[config.mk]
export PLATFORM = sky130hd
export DESIGN_NAME = fetch_unit
export DESIGN_NICKNAME = d
export VERILOG_FILES = /design/src/logic/rv_core_pkg.sv /design/src/logic/fetch_unit.sv
export VERILOG_INCLUDE_DIRS = /design/src /design/src/logic
export SDC_FILE = /design/constraint.sdc
export NUM_CORES = 1
export LEC_CHECK = 0
export BUFFER_PORTS_ARGS = -buffer_cell sky130_fd_sc_hd__clkbuf_2
export CORE_ASPECT_RATIO = 1.1
export CORE_MARGIN = 10
export CORE_UTILIZATION = 25
export DETAILED_ROUTE_END_ITERATION = 12
export GPL_TIMING_DRIVEN = 0
export PLACE_DENSITY = 0.45
export SLEW_MARGIN = 20
export SYNTH_ARGS = -nofsm -noshare
export SYNTH_HDL_FRONTEND = slang
export SYNTH_SLANG_ARGS = --single-unit
[constraint.sdc]
create_clock -name clk -period 3.5 [get_ports clk]
set_input_delay 0.175 -clock clk [delete_from_list [all_inputs] [get_ports clk]]
set_output_delay 0.175 -clock clk [all_outputs]
set_load 0.02 [all_outputs]
[src/logic/rv_core_macros.svh]
`ifndef RV_CORE_MACROS_SVH
`define RV_CORE_MACROS_SVH

// Datapath and memory geometry
`define XLEN 32
`define MEM_WORDS 512
// Byte address spanning MEM_WORDS words of 4 bytes
`define PC_WIDTH 11

// ADDI x0,x0,0
`define NOP_INSN 32'h0000_0013
// JAL x0,0 marks the end of a program
`define HALT_INSN 32'h0000_006f

`define RESET_LEVEL 1'b1

`endif

[src/logic/rv_core_pkg.sv]
`default_nettype none

`include "rv_core_macros.svh"

package rv_core_pkg;

    typedef logic [`XLEN-1:0] word_t;
    typedef logic [`PC_WIDTH-1:0] addr_t;
    typedef logic [4:0] reg_idx_t;
    typedef logic [31:0] insn_t;

    typedef enum logic [6:0] {
        OPC_OP     = 7'b0110011,
        OPC_OP_IMM = 7'b0010011,
        OPC_LOAD   = 7'b0000011,
        OPC_STORE  = 7'b0100011,
        OPC_JAL    = 7'b1101111
    } opcode_e;

    typedef enum logic [2:0] {
        ALU_ADD,
        ALU_SUB,
        ALU_AND,
        ALU_OR,
        ALU_XOR
    } alu_op_e;

    // Memory user that owns the current cycle
    typedef enum logic [1:0] {
        GNT_NONE,
        GNT_LOAD_PORT,
        GNT_DATA,
        GNT_FETCH
    } grant_e;

    typedef struct packed {
        addr_t pc;
        insn_t insn;
        logic  valid;
    } if_id_t;

    typedef struct packed {
        word_t    rs1_data;
        word_t    rs2_data;
        word_t    imm;
        alu_op_e  alu_op;
        reg_idx_t rd;
        logic     reg_write;
        logic     mem_write;
        logic     mem_to_reg;
        logic     alu_src;
        logic     halt;
    } id_ex_t;

    typedef struct packed {
        word_t    alu_result;
        word_t    store_data;
        reg_idx_t rd;
        logic     reg_write;
        logic     mem_write;
        logic     mem_to_reg;
        logic     halt;
    } ex_mem_t;

    // Load data comes straight from the memory into writeback
    typedef struct packed {
        word_t    alu_result;
        reg_idx_t rd;
        logic     reg_write;
        logic     mem_to_reg;
        logic     halt;
    } mem_wb_t;

endpackage

`default_nettype wire

[src/logic/fetch_unit.sv]
`default_nettype none

`include "rv_core_macros.svh"

module fetch_unit (
    input  logic               clk,
    input  logic               i_reset,
    input  logic               i_stall,
    input  logic               i_halt_seen,
    input  logic               i_grant,
    input  logic               i_rdata_valid,
    input  rv_core_pkg::insn_t i_rdata,
    output logic               o_req,
    output rv_core_pkg::addr_t o_addr,
    output rv_core_pkg::insn_t o_insn,
    output rv_core_pkg::addr_t o_pc,
    output logic               o_valid
);
    import rv_core_pkg::*;

    addr_t pc;
    addr_t fetch_pc;
    addr_t slot_pc;
    insn_t slot_insn;
    logic  slot_valid;
    logic  running;

    // No new request while the slot is full or decode is stalled
    assign o_req   = running && !i_halt_seen && !slot_valid && !i_stall;
    assign o_addr  = pc;
    assign o_valid = slot_valid || i_rdata_valid;
    assign o_insn  = slot_valid ? slot_insn : i_rdata;
    assign o_pc    = slot_valid ? slot_pc : fetch_pc;

    always_ff @(posedge clk)
    begin
        if (i_reset == `RESET_LEVEL)
        begin
            pc         <= '0;
            slot_valid <= 1'b0;
            running    <= 1'b0;
        end
        else
        begin
            running <= 1'b1;
            if (i_grant && !i_stall)
            begin
                pc <= pc + addr_t'(4);
            end
            if (slot_valid)
            begin
                slot_valid <= i_stall;
            end
            else if (i_rdata_valid && i_stall)
            begin
                slot_valid <= 1'b1;
            end
        end
    end

    // Tag of the word in flight, and the parked instruction
    always_ff @(posedge clk)
    begin
        if (i_grant)
        begin
            fetch_pc <= pc;
        end
        if (!slot_valid && i_rdata_valid)
        begin
            slot_insn <= i_rdata;
            slot_pc   <= fetch_pc;
        end
    end

endmodule

`default_nettype wire

# Yosys cells after proc, flatten, opt, wreduce, memory -nomap -nowiden
# Cells that the tools add are included.
[totals] reg_bits=67 latch_bits=0 mem_bits_rw=0 romBits=0 elab_cells=22 memories=0
[classes] n_addsub=1 mul=0 n_div=0 order_cmp=0 eq_ne=0 shift=0 n_mux=5 bitwise=0 n_reduce_logical=10
[op_table] operator="$mux W32" n=1
[op_table] operator="$add A11 B3 Y11 const B" n=1
[op_table] operator="$mux W11" n=1
[op_table] operator="$logic_and A1 B1 Y1" n=6
[op_table] operator="$logic_not A1 Y1" n=3
[op_table] operator="$mux W1" n=3
[op_table] operator="$logic_or A1 B1 Y1" n=1

# Logic depth before layout (Yosys ltp)
# Gate-level depths: netlist of the first run.
[depth] word_depth=4 mapped_depth=4 ltp_nobuf=4

# Worst setup path after synthesis of the first run
# OpenSTA, ideal clock, no wires.
[synth_path] kind="register to register" startpoint="register slot_valid" endpoint="register slot_insn[0] (enable)" setup_ns=0.444 arrival_time_ns=2.484 required_ns=3.056 slack_ns=0.572 path_stages_with_launch=4 n_path_buf=2 synth_period_minus_slack_ns=2.928 cell_sequence="dfxtp_1 clkbuf_1 buf_2 nor2b_1"
[synth_between] elab_chain_len=2
[synth_rtl] element="from (decl)" line_no="fetch_unit.sv:25" text="logic slot_valid;"
[synth_rtl] element="from (signal assigned)" line_no="fetch_unit.sv:52" text="slot_valid <= i_stall;"
[synth_rtl] element="$logic_not A1 Y1" line_no="fetch_unit.sv:68" text="if (!slot_valid && i_rdata_valid)"
[synth_rtl] element="$logic_and A1 B1 Y1" line_no="fetch_unit.sv:68"
[synth_rtl] element="to (signal assigned)" line_no="fetch_unit.sv:70" text="slot_insn <= i_rdata;"
[synth_rtl] element="to (decl)" line_no="fetch_unit.sv:24" text="insn_t slot_insn;"
# Every way passes these cells.
# A chain may end at the register's enable or synchronous reset.

# Worst setup path after layout of the first run
[layout_path] startpoint="register slot_valid" endpoint="output o_pc[6]"
[layout_between] elab_chain_len=1
[layout_rtl] element="$mux W11" line_no="fetch_unit.sv:33" text="assign o_pc = slot_valid ? slot_pc : fetch_pc;"
[layout_rtl] element="to (decl)" line_no="fetch_unit.sv:16" text="output rv_core_pkg::addr_t o_pc,"
# Every way passes these cells.

==> results.md, run 1 <==
- Routed vias: 1639
- Min-delay src: i_rdata[28]
- Number of synthesis warnings: 0
- Seq pwr share: 52.6%
- Post-layout net count: 294
- First-pass GRT wire length: 9.28 mm
- Setup violators final: 0
- Compound-Gate Fraction of Synth Area: 2.98%
- PostCTS Resize Cnt: 0
- Vias per Instance: 4.32
- Combinational family with the most area after synthesis: multiplexers
- Cell internal pwr: 1200 µW
- Clock slew at reported path FFs: 0.08 ns
- Critical path type: flop to primary output
- Worst Tran Pin Value: 0.571 ns
- Post-synth top area cell: edfxtp_1
- Synth Area in Simple Gates: 5.61%
- DP Worst Slack: 1.49 ns
- Clock root cell: clkbuf_8
- Layout fillers: 980
- Die extent in y: 125 µm
- Hold buffer count at CTS: 0
- Reg2Reg Depth: 4
- RSZ-0062 raised after global routing: false
- Mapped cell area: 2520 µm²
- Die footprint: 14500 µm²
- Peak supply drop: 0.173 mV
- Clk network pwr share: 34.5%
- Pin count of the biggest net entering global routing: 27
- Fin crit share: 60.8%
- Top cell type's share of synthesized area: 59.5%
- Most used DFF post-synth: edfxtp_1
- Max_cap viols: 0
- Antenna-violating nets left: 0
- DIE WIDTH: 116 µm
- Setup TNS: 0 ns
- CTS buffer count: 9
- Adder-cell share of the synthesized area: 0.496%
- DP HPWL: 4.54 mm
- Mux cell area share after synthesis: 18.7%
- Hold EP: slot_insn[28]
- FP Rows: 38
- Pre-antenna DRT Iters: 4
- Net load switching power: 394 µW
- Area of the multi-input gates: 741 µm²
- Reg2reg setup slack: 1.58 ns
- Port Buffers: 88
- CP Launch Type: flop
- Most numerous cell in the Yosys netlist: edfxtp_1
- Synth-to-Final Area Change: 31.6%
- CTS tree: yes
- Core ar.: 9840 µm²
- CP Max Fanout: 10
- Comb pwr share: 12.9%
- Top cells by area, synth: edfxtp_1, mux2_2, dfxtp_1, buf_4, a21oi_1
- Overall global routing resource usage: 8.27%
- Crit path DAT: 1.95 ns
- N_diodes: 0
- Reg-to-Reg End: slot_pc[6]
- Vias in the first global route: 1733
- Slew headroom: 61.9%
- Max Slew Vio Count: 0
- WL/cell: 16.3 µm
- Initial antenna violation count: 0
- Share of cells above drive strength 1: 61.0%
- IO Pins: 94
- Pwr Density: 479 nW/µm²
- Number of enable flip-flop cells after synthesis: 50
- Flops & latches, synth: 61
- Reg area: 1720 µm²
- Setup ws final: 1.37 ns
- Post-CTS setup buffers: 0
- Clock sink count: 61
- Mapped Cells: 152
- Seq/Total Area, Yosys: 68.3%
- Syn avg cell area: 16.6 µm²
- Ys async rst share: 0%
- Fmax: 470 MHz
- Final hold violation count: 0
- Clk buf depth: 2
- Sw Ratio: 24.8%
- Worst reg2reg startpoint: slot_valid
- Leakage power: 0.00135 µW
- Shortest period the worst path allows: 2.13 ns
- Worst Path Required: 3.32 ns
- Final Routed Wirelength: 6.17 mm
- H-tree levels: 3
- Initial Utilization: 25.6%
- CP endpoint kind: primary output
- Hold Path Depth: 1
- DR iter-0 viols: 52
- RD Place Congestion: 0.714
- Clk_lat worst skew: 0.34 ns
- Run status: finished, final reports clean
- Yosys cell types: 30
- Commonest cells in the netlist: edfxtp_1, mux2_2, dfxtp_1
- Remaining DRCs: 0
- HP Class: input pin to flop
- Clk_skew: 0.0148 ns
- Congestion Overflow GR: 0
- Post-synthesis xor/xnor area fraction: 0.694%
kinds of logic after synthesis:
kind of cell | Yosys count
compound gates | 12
xor+xnor | 2
fa+ha+maj | 1
buf+inv | 12
flops | 61
mux | 42
other cells | 1
simple gates | 21
placed cells by master (no fill, tap or decap), types with 3 or more instances in the layout:
master	n
clkbuf_2	88
o31ai_1	3
buf_2	4
a21oi_1	5
dfxtp_1	11
nor2_1	3
conb_1	4
mux2_2	41
or4_1	3
edfxtp_1	50
clkbuf_8	12
buf_4	5
worst max-delay path, stage by stage, from the launching register on:
cell and delay (ns):
dfxtp_1 0.30, clkbuf_1 0.38, buf_2 0.39, mux2_2 0.39, clkbuf_2 0.16
how the worst max path moves through the flow:
stage | from | to | slack, ns | depth (start not counted)
finish | slot_valid | o_pc[6] | 1.37 | 4
global route | slot_valid | o_pc[6] | 1.21 | 4
CTS | slot_valid | o_pc[6] | 1.26 | 4
detailed placement | slot_valid | slot_insn[30] | 1.49 | 4
global placement | slot_valid | slot_insn[14] | -0.79 | 3
floorplan | slot_valid | slot_insn[0] | 0.57 | 3
registers in the layout (all words and copies together) (netlist names):
| name | count |
|---|---|
| o_addr | 9 |
| slot_insn | 32 |
| running | 1 |
| slot_valid | 1 |
| slot_pc | 9 |
| fetch_pc | 9 |
through the flow:
step	instance area, µm²	hold WS [ns]	power (µW)	util, %	cells
finish	3320	0.0209	1590	33.7	379
global route	3320	0.00304	1660	33.7	379
CTS	3320	0.00200	1620	33.7	379
floorplan	2530	0.274	975	-	155
global placement	3120	0.367	1060	31.7	363
detailed placement	3150	0.369	1060	32.0	364
final cells by class:
cell class / instances / share of cell area, %
buffer: 11 / 2.26
clock buffer: 12 / 4.67
clock inverter: 3 / 0.377
inverter: 1 / 0.113
multi-input combinational: 82 / 22.3
sequential: 61 / 51.9
tap: 120 / 4.52
timing repair buffer: 89 / 13.9
routing by layer:
metal / routed length, µm / GRT usage [%] / vias to the layer above
met1: 2730 / 10.1 / 782
met4: 86 / 4.20 / 0
met3: 613 / 3.49 / 8
li1: - / - / 785
met2: 2740 / 12.2 / 64
met5: 0 / 0 / -
power groups by stage:
stage	Clock (µW)	Combinational (µW)	Sequential (µW)
5_1_grt	598	223	839
3_5_place_dp	0	210	852
3_3_place_gp	0	205	853
4_1_cts	570	211	836
2_1_floorplan	0	124	851
6_report	547	206	836
Note: power is estimated with default switching activity, not from simulation.
==> run 2: changes to the inputs <==
==> constraint.sdc (replaced) <==
create_clock -name clk -period 2.2 [get_ports clk]
set_input_delay 0.11 -clock clk [delete_from_list [all_inputs] [get_ports clk]]
set_output_delay 0.11 -clock clk [all_outputs]
set_load 0.02 [all_outputs]
==> run 2 against run 1 <==
Compared with the run above:
- global-route usage is 0.29 points higher
- sequential power rose by 59%
- largest cell class unchanged
- clock power is 78% higher
- die area unchanged
- critical path depth unchanged
- largest power group unchanged
- utilization grew 3.6 points
- highest routed layer unchanged
==> results.md, run 2 (synthesis gave the netlist of run 1 again) <==
- Routed vias: 1730
- CP Max Fanout: 10
- Pin count of the biggest net entering global routing: 25
- Post-layout net count: 327
- Die footprint: 14500 µm²
- DP HPWL: 4.50 mm
- DP Area: 3150 µm²
- Crit path DAT: 1.79 ns
- Fin cells: 413
- Congestion Overflow GR: 0
- Final instance area: 3670 µm²
- Fmax: 526 MHz
- Final hold violation count: 0
- Remaining DRCs: 0
- Max_cap viols: 0
- Setup TNS: 0 ns
- Post-CTS setup buffers: 0
- RSZ-0062 raised after global routing: false
- Clk_skew: 0.00726 ns
- Initial Utilization: 25.6%
- Leakage power: 0.00151 µW
- CP Launch Type: flop
- Most common cell after layout, fill and taps aside: clkbuf_2
- Clk buf depth: 2
- Synth-to-Final Area Change: 45.6%
- Peak supply drop: 0.285 mV
- Final Routed Wirelength: 6.12 mm
- N_diodes: 0
- H-tree levels: 3
- HP Class: input pin to flop
- Overall global routing resource usage: 8.56%
- Core ar.: 9840 µm²
- Pre-antenna DRT Iters: 4
- Clock slew at reported path FFs: 0.06 ns
- Placed cells: 364
- Vias in the first global route: 1821
- Shortest period the worst path allows: 1.90 ns
- Layout fillers: 955
- Clock root cell: clkbuf_8
- Initial antenna violation count: 0
- Largest register FFs: 32
- Clk_lat worst skew: 0.33 ns
- DR iter-0 viols: 75
- CP endpoint kind: primary output
- Vias per Instance: 4.19
- DIE WIDTH: 116 µm
- Worst Path Required: 2.09 ns
- Max Slew Vio Count: 0
- IO Pins: 94
- Port Buffers: 88
- Share of cells above drive strength 1: 54.9%
- Fin crit share: 86.4%
- Register name with the most flops: slot_insn
- FP Rows: 38
- Slew headroom: 63.7%
- CTS tree: yes
- Die extent in y: 125 µm
- Pwr Density: 727 nW/µm²
- Clock sink count: 61
- Setup violators final: 0
- Critical path type: flop to primary output
- Worst Tran Pin Value: 0.543 ns
- Most frequent cells in the layout: clkbuf_2, edfxtp_1, mux2_2, dlygate4sd3_1
- Run status: finished, final reports clean
- CTS buffer count: 9
- RD Place Congestion: 0.638
- Antenna-violating nets left: 0
- First-pass GRT wire length: 9.65 mm
- WL/cell: 14.8 µm
[run 2: cell count changes in the layout (fill, tap and decap cells not counted), sizes merged]
cell         previous run  this run
dlygate4sd3             0        33
clkinv                  3         4
clkbuf                102       101
bufinv                  0         1
[run 2: metrics by stage]
| step | util [%] | worst slack (ns) | hold slack [ns] | total power [µW] |
|---|---|---|---|---|
| finish | 37.3 | 0.299 | 0.0875 | 2670 |
| global route | 37.3 | 0.153 | 0.0930 | 2780 |
| CTS | 37.3 | 0.244 | 0.0804 | 2720 |
| detailed placement | 32.0 | 0.385 | 0.303 | 1690 |
| global placement | 31.8 | -0.614 | 0.300 | 1680 |
| floorplan | - | 0.0590 | 0.209 | 1550 |
[run 2: worst paths after layout]
| check | startpoint | endpoint | slack [ns] | depth (start not counted) |
|---|---|---|---|---|
| setup reg to reg | slot_valid | slot_insn[27] | 0.42 | 4 |
| setup / recovery | slot_valid | o_pc[6] | 0.30 | 4 |
| hold reg to reg | fetch_pc[4] | slot_pc[4] | 0.45 | 0 |
| hold / removal | i_stall | slot_valid | 0.09 | 2 |
[run 2: power by group]
part           internal, µW  total, µW  switching, µW
combinational           171        371            200
clock                   546        971            425
sequential             1310       1330           16.2
[run 2: worst max-delay path: stages (launching register included)]
cell,delay [ns]
dfxtp_1,0.30
clkbuf_1,0.28
buf_2,0.33
mux2_2,0.38
clkbuf_2,0.16
[run 2: cell type report]
class | instances | area [µm²] | area share, %
Buffer | 11 | 75.1 | 2.04
Sequential cell | 61 | 1720 | 46.9
Inverter | 1 | 3.75 | 0.102
Clock buffer | 11 | 141 | 3.85
Timing Repair Buffer | 122 | 791 | 21.5
Clock inverter | 5 | 50.0 | 1.36
Tap cell | 120 | 150 | 4.09
Multi-Input combinational cell | 82 | 741 | 20.2
[run 2: per-layer routing]
metal | GRT usage (%) | wire [µm]
met1 | 9.87 | 2600
met2 | 12.6 | 2740
met3 | 4.11 | 649
met4 | 5.08 | 127
met5 | 0 | 0
[run 2: what timing repair did]
item / 4_1_cts / 5_1_grt
hold buffers: 33 / 0
resized for setup: 0 / 0
endpoints found under the hold margin: 40 / 0
