===== config.mk =====
export PLATFORM = sky130hd
export DESIGN_NAME = if_id
export DESIGN_NICKNAME = d
export VERILOG_FILES = /design/src/logic/rv_core_pkg.sv /design/src/logic/pipe_regs.sv
export VERILOG_INCLUDE_DIRS = /design/src /design/src/logic
export SDC_FILE = /design/constraint.sdc
export NUM_CORES = 1
export LEC_CHECK = 0
export ABC_AREA = 1
export BUFFER_PORTS_ARGS = -buffer_cell sky130_fd_sc_hd__buf_2
export CORE_MARGIN = 2
export CORE_UTILIZATION = 36
export DETAILED_ROUTE_END_ITERATION = 7
export PLACE_DENSITY = 0.78
export SYNTH_ARGS = -nofsm -noshare
export SYNTH_HDL_FRONTEND = slang
export SYNTH_SLANG_ARGS = --single-unit

===== constraint.sdc =====
create_clock -name clk -period 1.7 [get_ports clk]
set_input_delay 0.085 -clock clk [delete_from_list [all_inputs] [get_ports clk]]
set_output_delay 0.085 -clock clk [all_outputs]
set_load 0.02 [all_outputs]

===== src/logic/rv_core_macros.svh =====
`ifndef RV_CORE_MACROS_SVH
`define RV_CORE_MACROS_SVH

// Datapath and memory geometry
`define XLEN 32
`define MEM_WORDS 512
// Byte address spanning MEM_WORDS words of 4 bytes
`define PC_WIDTH 11

// ADDI x0,x0,0
`define NOP_INSN 32'h0000_0013
// JAL x0,0 marks the end of a program
`define HALT_INSN 32'h0000_006f

`define RESET_LEVEL 1'b1

`endif


===== src/logic/rv_core_pkg.sv =====
`default_nettype none

`include "rv_core_macros.svh"

package rv_core_pkg;

    typedef logic [`XLEN-1:0] word_t;
    typedef logic [`PC_WIDTH-1:0] addr_t;
    typedef logic [4:0] reg_idx_t;
    typedef logic [31:0] insn_t;

    typedef enum logic [6:0] {
        OPC_OP     = 7'b0110011,
        OPC_OP_IMM = 7'b0010011,
        OPC_LOAD   = 7'b0000011,
        OPC_STORE  = 7'b0100011,
        OPC_JAL    = 7'b1101111
    } opcode_e;

    typedef enum logic [2:0] {
        ALU_ADD,
        ALU_SUB,
        ALU_AND,
        ALU_OR,
        ALU_XOR
    } alu_op_e;

    // Memory user that owns the current cycle
    typedef enum logic [1:0] {
        GNT_NONE,
        GNT_LOAD_PORT,
        GNT_DATA,
        GNT_FETCH
    } grant_e;

    typedef struct packed {
        addr_t pc;
        insn_t insn;
        logic  valid;
    } if_id_t;

    typedef struct packed {
        word_t    rs1_data;
        word_t    rs2_data;
        word_t    imm;
        alu_op_e  alu_op;
        reg_idx_t rd;
        logic     reg_write;
        logic     mem_write;
        logic     mem_to_reg;
        logic     alu_src;
        logic     halt;
    } id_ex_t;

    typedef struct packed {
        word_t    alu_result;
        word_t    store_data;
        reg_idx_t rd;
        logic     reg_write;
        logic     mem_write;
        logic     mem_to_reg;
        logic     halt;
    } ex_mem_t;

    // Load data comes straight from the memory into writeback
    typedef struct packed {
        word_t    alu_result;
        reg_idx_t rd;
        logic     reg_write;
        logic     mem_to_reg;
        logic     halt;
    } mem_wb_t;

endpackage

`default_nettype wire


===== src/logic/pipe_regs.sv =====
`default_nettype none

`include "rv_core_macros.svh"

module if_id (
    input  logic                clk,
    input  logic                i_reset,
    input  logic                i_stall,
    input  rv_core_pkg::if_id_t i_d,
    output rv_core_pkg::if_id_t o_q,
    output logic                o_end_of_program
);
    import rv_core_pkg::*;

    localparam if_id_t BUBBLE = '{pc: '0, insn: `NOP_INSN, valid: 1'b0};

    always_ff @(posedge clk)
    begin
        if (i_reset == `RESET_LEVEL)
        begin
            o_q              <= BUBBLE;
            o_end_of_program <= 1'b0;
        end
        else if (!i_stall)
        begin
            // Anything fetched past the halt is dropped
            if (o_end_of_program || !i_d.valid)
            begin
                o_q <= BUBBLE;
            end
            else
            begin
                o_q <= i_d;
                if (i_d.insn == `HALT_INSN)
                begin
                    o_end_of_program <= 1'b1;
                end
            end
        end
    end

endmodule




`default_nettype wire


## Word level (Yosys, flattened, before mapping)

Cells that the tools add are included.

| operators by class | value |
|---|---|
| bitwise gates (word level) | 2 |
| shift operators | 0 |
| equal/unequal tests | 1 |
| muxes and demuxes | 1 |
| add/subtract/negate cells | 0 |
| magnitude comparators | 0 |
| div/mod/pow operators | 0 |
| multipliers | 0 |
| reductions and logical operators | 3 |

Operator list:

| cell | count |
|---|---|
| 44-bit 2-to-1 mux | 1 |
| 32-bit by 7-bit == test with 1-bit output, second input constant | 1 |
| 3-bit AND reduction | 1 |
| 1-bit inverter | 2 |
| 1-bit logical NOT | 1 |
| 1-bit logical OR | 1 |

| storage, ports and cells | value |
|---|---|
| memories | 0 |
| output and inout bits | 45 |
| bits in read-only memories | 0 |
| register bits | 45 |
| bits in writable memories | 0 |
| latch bits | 0 |
| input bits | 47 |
| logic and storage cells | 11 |

## Depth between registers and ports, before layout

Gate-level depths: netlist of run 1.

| depth | value |
|---|---|
| word-level depth | 4 |
| depth in mapped cells | 8 |
| mapped depth without buffers | 8 |

## Least setup slack after synthesis of run 1

Ideal clock, no wire load.

| timing | value |
|---|---|
| kind | register -> register |
| start point | register o_end_of_program |
| end point | register o_q[10] (netlist bit) |
| path slack | 0.597 ns |
| arrival | 0.971 ns |
| period minus slack after synthesis | 1.103 ns |
| library setup time | 0.132 ns |
| path buffers | 1 |
| stages on the path, launching flop included | 7 |
| data required time | 1.568 ns |
| cells stage by stage | dfxtp_1 inv_1 nand3_4 clkinv_2 buf_6 nand2_1 a21oi_1 |

| between the ends | value |
|---|---|
| longest elaborated chain between the ends | 2 |

Ends and longest elaborated chain:

| element | RTL line | text |
|---|---|---|
| from (decl) | pipe_regs.sv:11 | `output logic o_end_of_program` |
| from (signal assigned) | pipe_regs.sv:22 | `o_end_of_program <= 1'b0;` |
| from (signal assigned) | pipe_regs.sv:36 | `o_end_of_program <= 1'b1;` |
| 1-bit logical OR | pipe_regs.sv:27 | `if (o_end_of_program \|\| !i_d.valid)` |
| 44-bit 2-to-1 mux | pipe_regs.sv:27 |  |
| to (signal assigned) | pipe_regs.sv:33 | `o_q <= i_d;` |
| to (decl) | pipe_regs.sv:10 | `output rv_core_pkg::if_id_t o_q,` |

Every way passes these cells.
A chain may end at the register's enable or synchronous reset.

## Worst setup path in the final report of run 1

| timing | value |
|---|---|
| start point | register o_end_of_program |
| end point | register o_q[36] (netlist bit) |

The elaborated chain is that of the path after synthesis.

==> flow_metrics.tcl, run 1 <==
set metrics [dict create \
    status "complete, no violations" \
    crit_type "register to register" \
    cts_root_buffer "clkbuf_8" \
    fin_ws_ns 0.363 \
    ctsHtreeMaxLevel 2 \
    worstSetupEndpointType "register" \
    power.internal_mw 1.52 \
    fmax_mhz 748 \
    syn_area_mm2 0.00171 \
    switching_share_pct 25.7 \
    ctsHoldBuffers 0 \
    finalSetupTns_ns 0 \
    seqPwrFrac_pct 54.4 \
    synth_seq_cells 45 \
    post-route-min-period_ns 1.34 \
    antenna_found_initial 0 \
    die_h_um 72.8 \
    cts_tree "yes" \
    irDropWorstVdd_mv 0.453 \
    grt_pass1_vias 1458 \
    grt_usage_pct 15.5 \
    finalHoldViolCount 0 \
    dieArea_mm2 0.00530 \
    viasPerCell 4.63 \
    syn_nets 273 \
    p_switching_uw 525 \
    gr-usage-met2_pct 25.4 \
    cts.sinks 45 \
    worst_ep_required_time_ns 1.87 \
    ys_top_cells_by_area "dfxtp_1 53%, nand2_1 21%, a21oi_1 12%" \
    clkPwrFrac_pct 32.4 \
    worst-path-max-fanout 40 \
    final_util_pct 48.5 \
    synth_top_cell_by_area "dfxtp_1" \
    arrival_ns 1.50 \
    wl_per_cell_um 11.2 \
    ys_seq_area_share_pct 52.8 \
    whs_ns 0.0299 \
    rows 25 \
    pre_cts_ws_ns 0.345 \
    power_frac_comb_pct 13.2 \
    die_x_um 72.8 \
    powerDensity_mw_per_mm2 910 \
    final_cell_mix "94 x nand2_1, 91 x buf_2, 45 x dfxtp_1, 42 x a21oi_1, 15 x nor2_1" \
    ys_warn_count 0 \
    synth_top_area_share_pct 52.8 \
    fin_cells 367 \
    antenna_left 0 \
    fin_nets 360 \
    grt_pass1_wl_um 6440 \
    cts-resized-gates 0 \
    clk_pin_slew_ns 0.08 \
    dp_cells 360 \
    num_antenna_cells 0 \
    busiest_layer "met2" \
    use_met3_pct 4.83 \
    place_area_mm2 0.00216 \
    fp.coreArea_mm2 0.00463 \
    synthCells 226 \
    firstDrtPassIters 4 \
    drt-initial-drc-count 92 \
    drive_above_1_share_pct 33.5 \
    total_power_mw 2.04 \
    dp.final_hpwl_um 2910 \
    drt-total-wl_um 4110 \
    cts_buffers 5 \
    cts.path.max_buffers 2 \
    final_common_cell "nand2_1" \
    post_cts_buffers 0 \
    maxCapViolCount 0 \
    finalInstanceArea_mm2 0.00225 \
    syn_to_final_growth_pct 31.7 \
    setup-violations-final 0 \
    grt_max_degree 42 \
    timing.slew.headroom_pct 65.0 \
    hp-class "input pin to register" \
    use_met1_pct 19.9 \
    syn_area_per_cell_um2 7.55 \
    drcViolationCount 0 \
    n_fill_cell 492 \
    num_vias 1700 \
    io_pins 92 \
    start_util_pct 36.8 \
    skew_ns 0.00245 \
    slew_viol_final 0 \
    finalCritPeriodShare_pct 78.6 \
    finalWeightedCongestion 0.717 \
    start_kind "register" \
    grt.overflow.total 0 \
    p_leak_nw 1.05 \
    tightest_slew_ns 0.524 \
    clock_latency_ns 0.29 \
    port_buffers 91 \
    rsz0062_at_grt "false" \
    synth_cell_types 15 \
]
==> worst max-delay path, stage by stage (launching register included) <==
cell and delay [ns]:
dfxtp_1 0.33, inv_1 0.07, nand3_4 0.11, clkinv_2 0.43
nand2_1 0.20, a21oi_1 0.08
==> Yosys cell counts <==
master and number:
or2_2 2, nand3_4 1, nor2_1 15, inv_1 6
a21oi_1 42, o22ai_1 3, nand2_1 94, buf_2 1
inv_4 1, nor3_1 1, clkinv_2 1, clkbuf_1 8
dfxtp_1 45, nand4_1 1, buf_6 5
==> sequential cells by signal (all words and copies together) (netlist names) <==
name / cells
o_q: 44
o_end_of_program: 1
==> power by group through the flow <==
| stage | sequential (mW) | clock, mW | combinational, mW |
|---|---|---|---|
| global route | 1.12 | 0.722 | 0.301 |
| floorplan | 1.19 | 0 | 0.111 |
| detailed placement | 1.14 | 0 | 0.273 |
| global placement | 1.13 | 0 | 0.270 |
| CTS | 1.11 | 0.693 | 0.274 |
| finish | 1.11 | 0.662 | 0.270 |
==> kinds of logic (layout without fill, tap and decap cells) <==
logic type      count (synthesis)  after routing  share of synthesized area (%)
buf+inv                        22            109                           7.34
compound gates                 45             45                           13.4
flops                          45             45                           52.8
simple gates                  114            114                           26.4
==> cell type report <==
| class | count | area [um^2] | share of cell area, % |
|---|---|---|---|
| flip-flops and latches | 45 | 901 | 40.1 |
| clock buffers | 7 | 86.3 | 3.84 |
| well taps | 54 | 67.6 | 3.01 |
| repair buffers | 94 | 478 | 21.3 |
| inverters | 8 | 33.8 | 1.50 |
| multi-input cells | 159 | 679 | 30.3 |
==> routing by layer <==
layer	vias up	routed length [um]
li1	885	-
met1	759	1890
met2	50	1920
met3	6	255
met4	0	40
met5	-	0
==> path summary, 6_finish.rpt <==
kind / start / endpoint / slack (ns) / cells past startpoint
hold reg to reg: o_q[35] / o_q[35] / 0.46 / 2
hold / removal: i_d[41] / o_q[41] / 0.03 / 3
setup / recovery: o_end_of_program / o_q[36] / 0.36 / 5
setup reg to reg: o_end_of_program / o_q[36] / 0.36 / 5
Note: power is estimated with default switching activity, not from simulation.
==> run 2, diff against run 1 <==
--- a/config.mk
+++ b/config.mk
@@ -6,12 +6,12 @@
 export SDC_FILE = /design/constraint.sdc
 export NUM_CORES = 1
 export LEC_CHECK = 0
-export ABC_AREA = 1
+export ABC_AREA = 0
 export BUFFER_PORTS_ARGS = -buffer_cell sky130_fd_sc_hd__buf_2
 export CORE_MARGIN = 2
 export CORE_UTILIZATION = 36
 export DETAILED_ROUTE_END_ITERATION = 7
-export PLACE_DENSITY = 0.78
+export PLACE_DENSITY = 0.77
 export SYNTH_ARGS = -nofsm -noshare
 export SYNTH_HDL_FRONTEND = slang
 export SYNTH_SLANG_ARGS = --single-unit
==> constraint.sdc (replaced) <==
create_clock -name clk -period 1.3 [get_ports clk]
set_input_delay 0.065 -clock clk [delete_from_list [all_inputs] [get_ports clk]]
set_output_delay 0.065 -clock clk [all_outputs]
set_load 0.02 [all_outputs]
==> run 2 against run 1 <==
Via count is 5.9% lower. Final cell count is 11% lower. Clock skew is 0.0044 ns higher. Worst hold slack worse by 0.027 ns. Count of clock-buffer cells in the layout is 2 lower. Maximum frequency is 20% higher. Wire length is 3.2% higher. Synthesized area is 4.9% higher. First-iteration DRC count is 53% lower. Sequential cell count stayed put. Critical path type unchanged. Largest cell class unchanged.
==> flow_metrics.tcl, run 2 <==
set metrics [dict create \
    timing.slew.headroom_pct 80.7 \
    ys_seq_area_share_pct 50.3 \
    power_frac_comb_pct 15.1 \
    synth_top_family_by_area "compound AO/OA/AOI/OAI gates" \
    switching_share_pct 25.1 \
    fin_nets 307 \
    use_met1_pct 18.3 \
    synthMuxAreaShare_pct 0 \
    synth_top_area_share_pct 50.3 \
    p_leak_nw 1.08 \
    power.internal_mw 2.18 \
    synth_cell_types 23 \
    maxCapViolCount 0 \
    cts_buffers 5 \
    finalSetupTns_ns 0 \
    cts-resized-gates 0 \
    critPathSlowestCell "dfxtp_1" \
    num_antenna_cells 0 \
    syn_to_final_growth_pct 37.8 \
    finalInstanceArea_mm2 0.00246 \
    start_util_pct 37.6 \
    antenna_found_initial 0 \
    rows 25 \
    total_power_mw 2.91 \
    cts_tree "yes" \
    antenna_left 0 \
    clk_pin_slew_ns 0.08 \
    dieArea_mm2 0.00555 \
    p_switching_uw 730 \
    path_delay_family "flip-flops" \
    post_cts_buffers 0 \
    dp_cells 312 \
    busiest_layer "met2" \
    fin_cells 327 \
    setup-violations-final 0 \
    firstDrtPassIters 4 \
    place_area_mm2 0.00228 \
    fmax_mhz 896 \
    final_common_cell "buf_2" \
    synth_common_cells "45 x dfxtp_1, 20 x a22oi_1, 20 x a22oi_2, 20 x nor2_1, 20 x nor2_2" \
    worst-path-max-fanout 40 \
    synth_compound_area_share_pct 24.6 \
    whs_ns 0.00277 \
    syn_area_per_cell_um2 10.9 \
    use_met3_pct 3.93 \
    die_h_um 74.5 \
    ctsHoldBuffers 8 \
    synthArstFlopShare_pct 0 \
    synthCells 164 \
    ctsHtreeMaxLevel 2 \
    grt_usage_pct 15.1 \
    synthXorXnorAreaFrac_pct 0 \
    grt_max_degree 46 \
    final_cell_mix "91 x buf_2, 45 x dfxtp_1" \
    top_regs "o_q (44), o_end_of_program (1)" \
    seqPwrFrac_pct 50.1 \
    fp.coreArea_mm2 0.00475 \
    wl_per_cell_um 13.0 \
    synth-edff-count 0 \
    skew_ns 0.00688 \
    drive_above_1_share_pct 56.2 \
    ys_warn_count 0 \
    clkPwrFrac_pct 34.8 \
    synth_seq_cells 45 \
    cts.path.max_buffers 2 \
    top_register "o_q" \
    status "complete, no violations" \
    synth.most_common_cell "dfxtp_1" \
    tightest_slew_ns 0.287 \
    synthSimpleGateAreaFrac_pct 18.9 \
    n_fill_cell 451 \
    crit_type "register to register" \
    grt.overflow.total 0 \
    drcViolationCount 0 \
    ys_top_cells_by_area "dfxtp_1 50%, a22oi_2 14%, a22oi_1 8.4%" \
    irDropWorstVdd_mv 0.539 \
    drt-initial-drc-count 43 \
    slew_viol_final 0 \
    port_buffers 91 \
    synth_top_cell_by_area "dfxtp_1" \
    hp-class "input pin to register" \
    crit_path_cell_trace "nor3b_4, buf_12, a22oi_1, nor2_1" \
    grt_pass1_wl_um 6430 \
    io_pins 92 \
    die_x_um 74.5 \
    worstSetupEndpointType "register" \
    largest_reg_flops 44 \
    powerDensity_mw_per_mm2 1180 \
    finalHoldViolCount 0 \
    path_buf_inv 1 \
    syn_nets 211 \
    arrival_ns 1.35 \
    synthAdderAreaFrac_pct 0 \
    clock_latency_ns 0.29 \
    finalCritPeriodShare_pct 85.9 \
    finalWeightedCongestion 0.681 \
    cts.sinks 45 \
    gr-usage-met2_pct 26.0 \
    slowest_delay_ns 0.36 \
    cts_root_buffer "clkbuf_8" \
    num_vias 1599 \
    dp.final_hpwl_um 3030 \
    drt-total-wl_um 4240 \
    rsz0062_at_grt "false" \
    grt_pass1_vias 1447 \
    post-route-min-period_ns 1.12 \
    viasPerCell 4.89 \
    worst_ep_required_time_ns 1.53 \
    synthFlopType "dfxtp_1" \
    start_kind "register" \
    syn_area_mm2 0.00179 \
]
-- run 2: worst register-to-register path, delay by kind of cell (launching register included) --
family	cells	cell delay (ns)
and+or+nand+nor	2	0.33
AOI/OAI and AO/OA	1	0.11
DFF	1	0.36
buffers and inverters	1	0.26
-- run 2: power groups by stage --
stage | Clock (mW) | Combinational, mW | Sequential (mW)
4_1_cts | 1.04 | 0.446 | 1.46
3_3_place_gp | 0 | 0.421 | 1.49
3_5_place_dp | 0 | 0.427 | 1.49
5_1_grt | 1.10 | 0.478 | 1.46
2_1_floorplan | 0 | 0.192 | 1.55
6_report | 1.01 | 0.438 | 1.46
-- run 2: cells by family after synthesis --
logic type      after synthesis
compound gates               45
simple gates                 58
buf+inv                      16
flops                        45
-- run 2: metrics by stage --
step | worst slack, ns | utilization (%)
floorplan | 0.198 | -
global placement | 0.197 | 48.0
detailed placement | 0.161 | 48.0
CTS | 0.154 | 51.8
global route | 0.0654 | 51.8
finish | 0.184 | 51.8
-- run 2: final cells by class --
cell class              instances  area [um^2]  area share, %
clock buffers                   5         68.8           2.79
multi-input cells             103          778           31.6
repair buffers                103          591           24.0
well taps                      67         83.8           3.40
inverters                       2         7.51          0.305
flip-flops and latches         45          901           36.5
clock inverters                 2         35.0           1.42
-- run 2: worst paths after layout --
check	from	endpoint	slack, ns	depth (start not counted)
min reg2reg	o_q[0]	o_q[0]	0.47	2
max reg2reg	o_end_of_program	o_q[19]	0.18	4
min	i_d[39]	o_q[39]	0.003	3
max	o_end_of_program	o_q[19]	0.18	4
-- run 2: routing by layer --
metal	wire length, um	share of wire (%)
met3	254	6.0
met4	44	1.0
met5	0	0
met2	2110	50
met1	1830	43
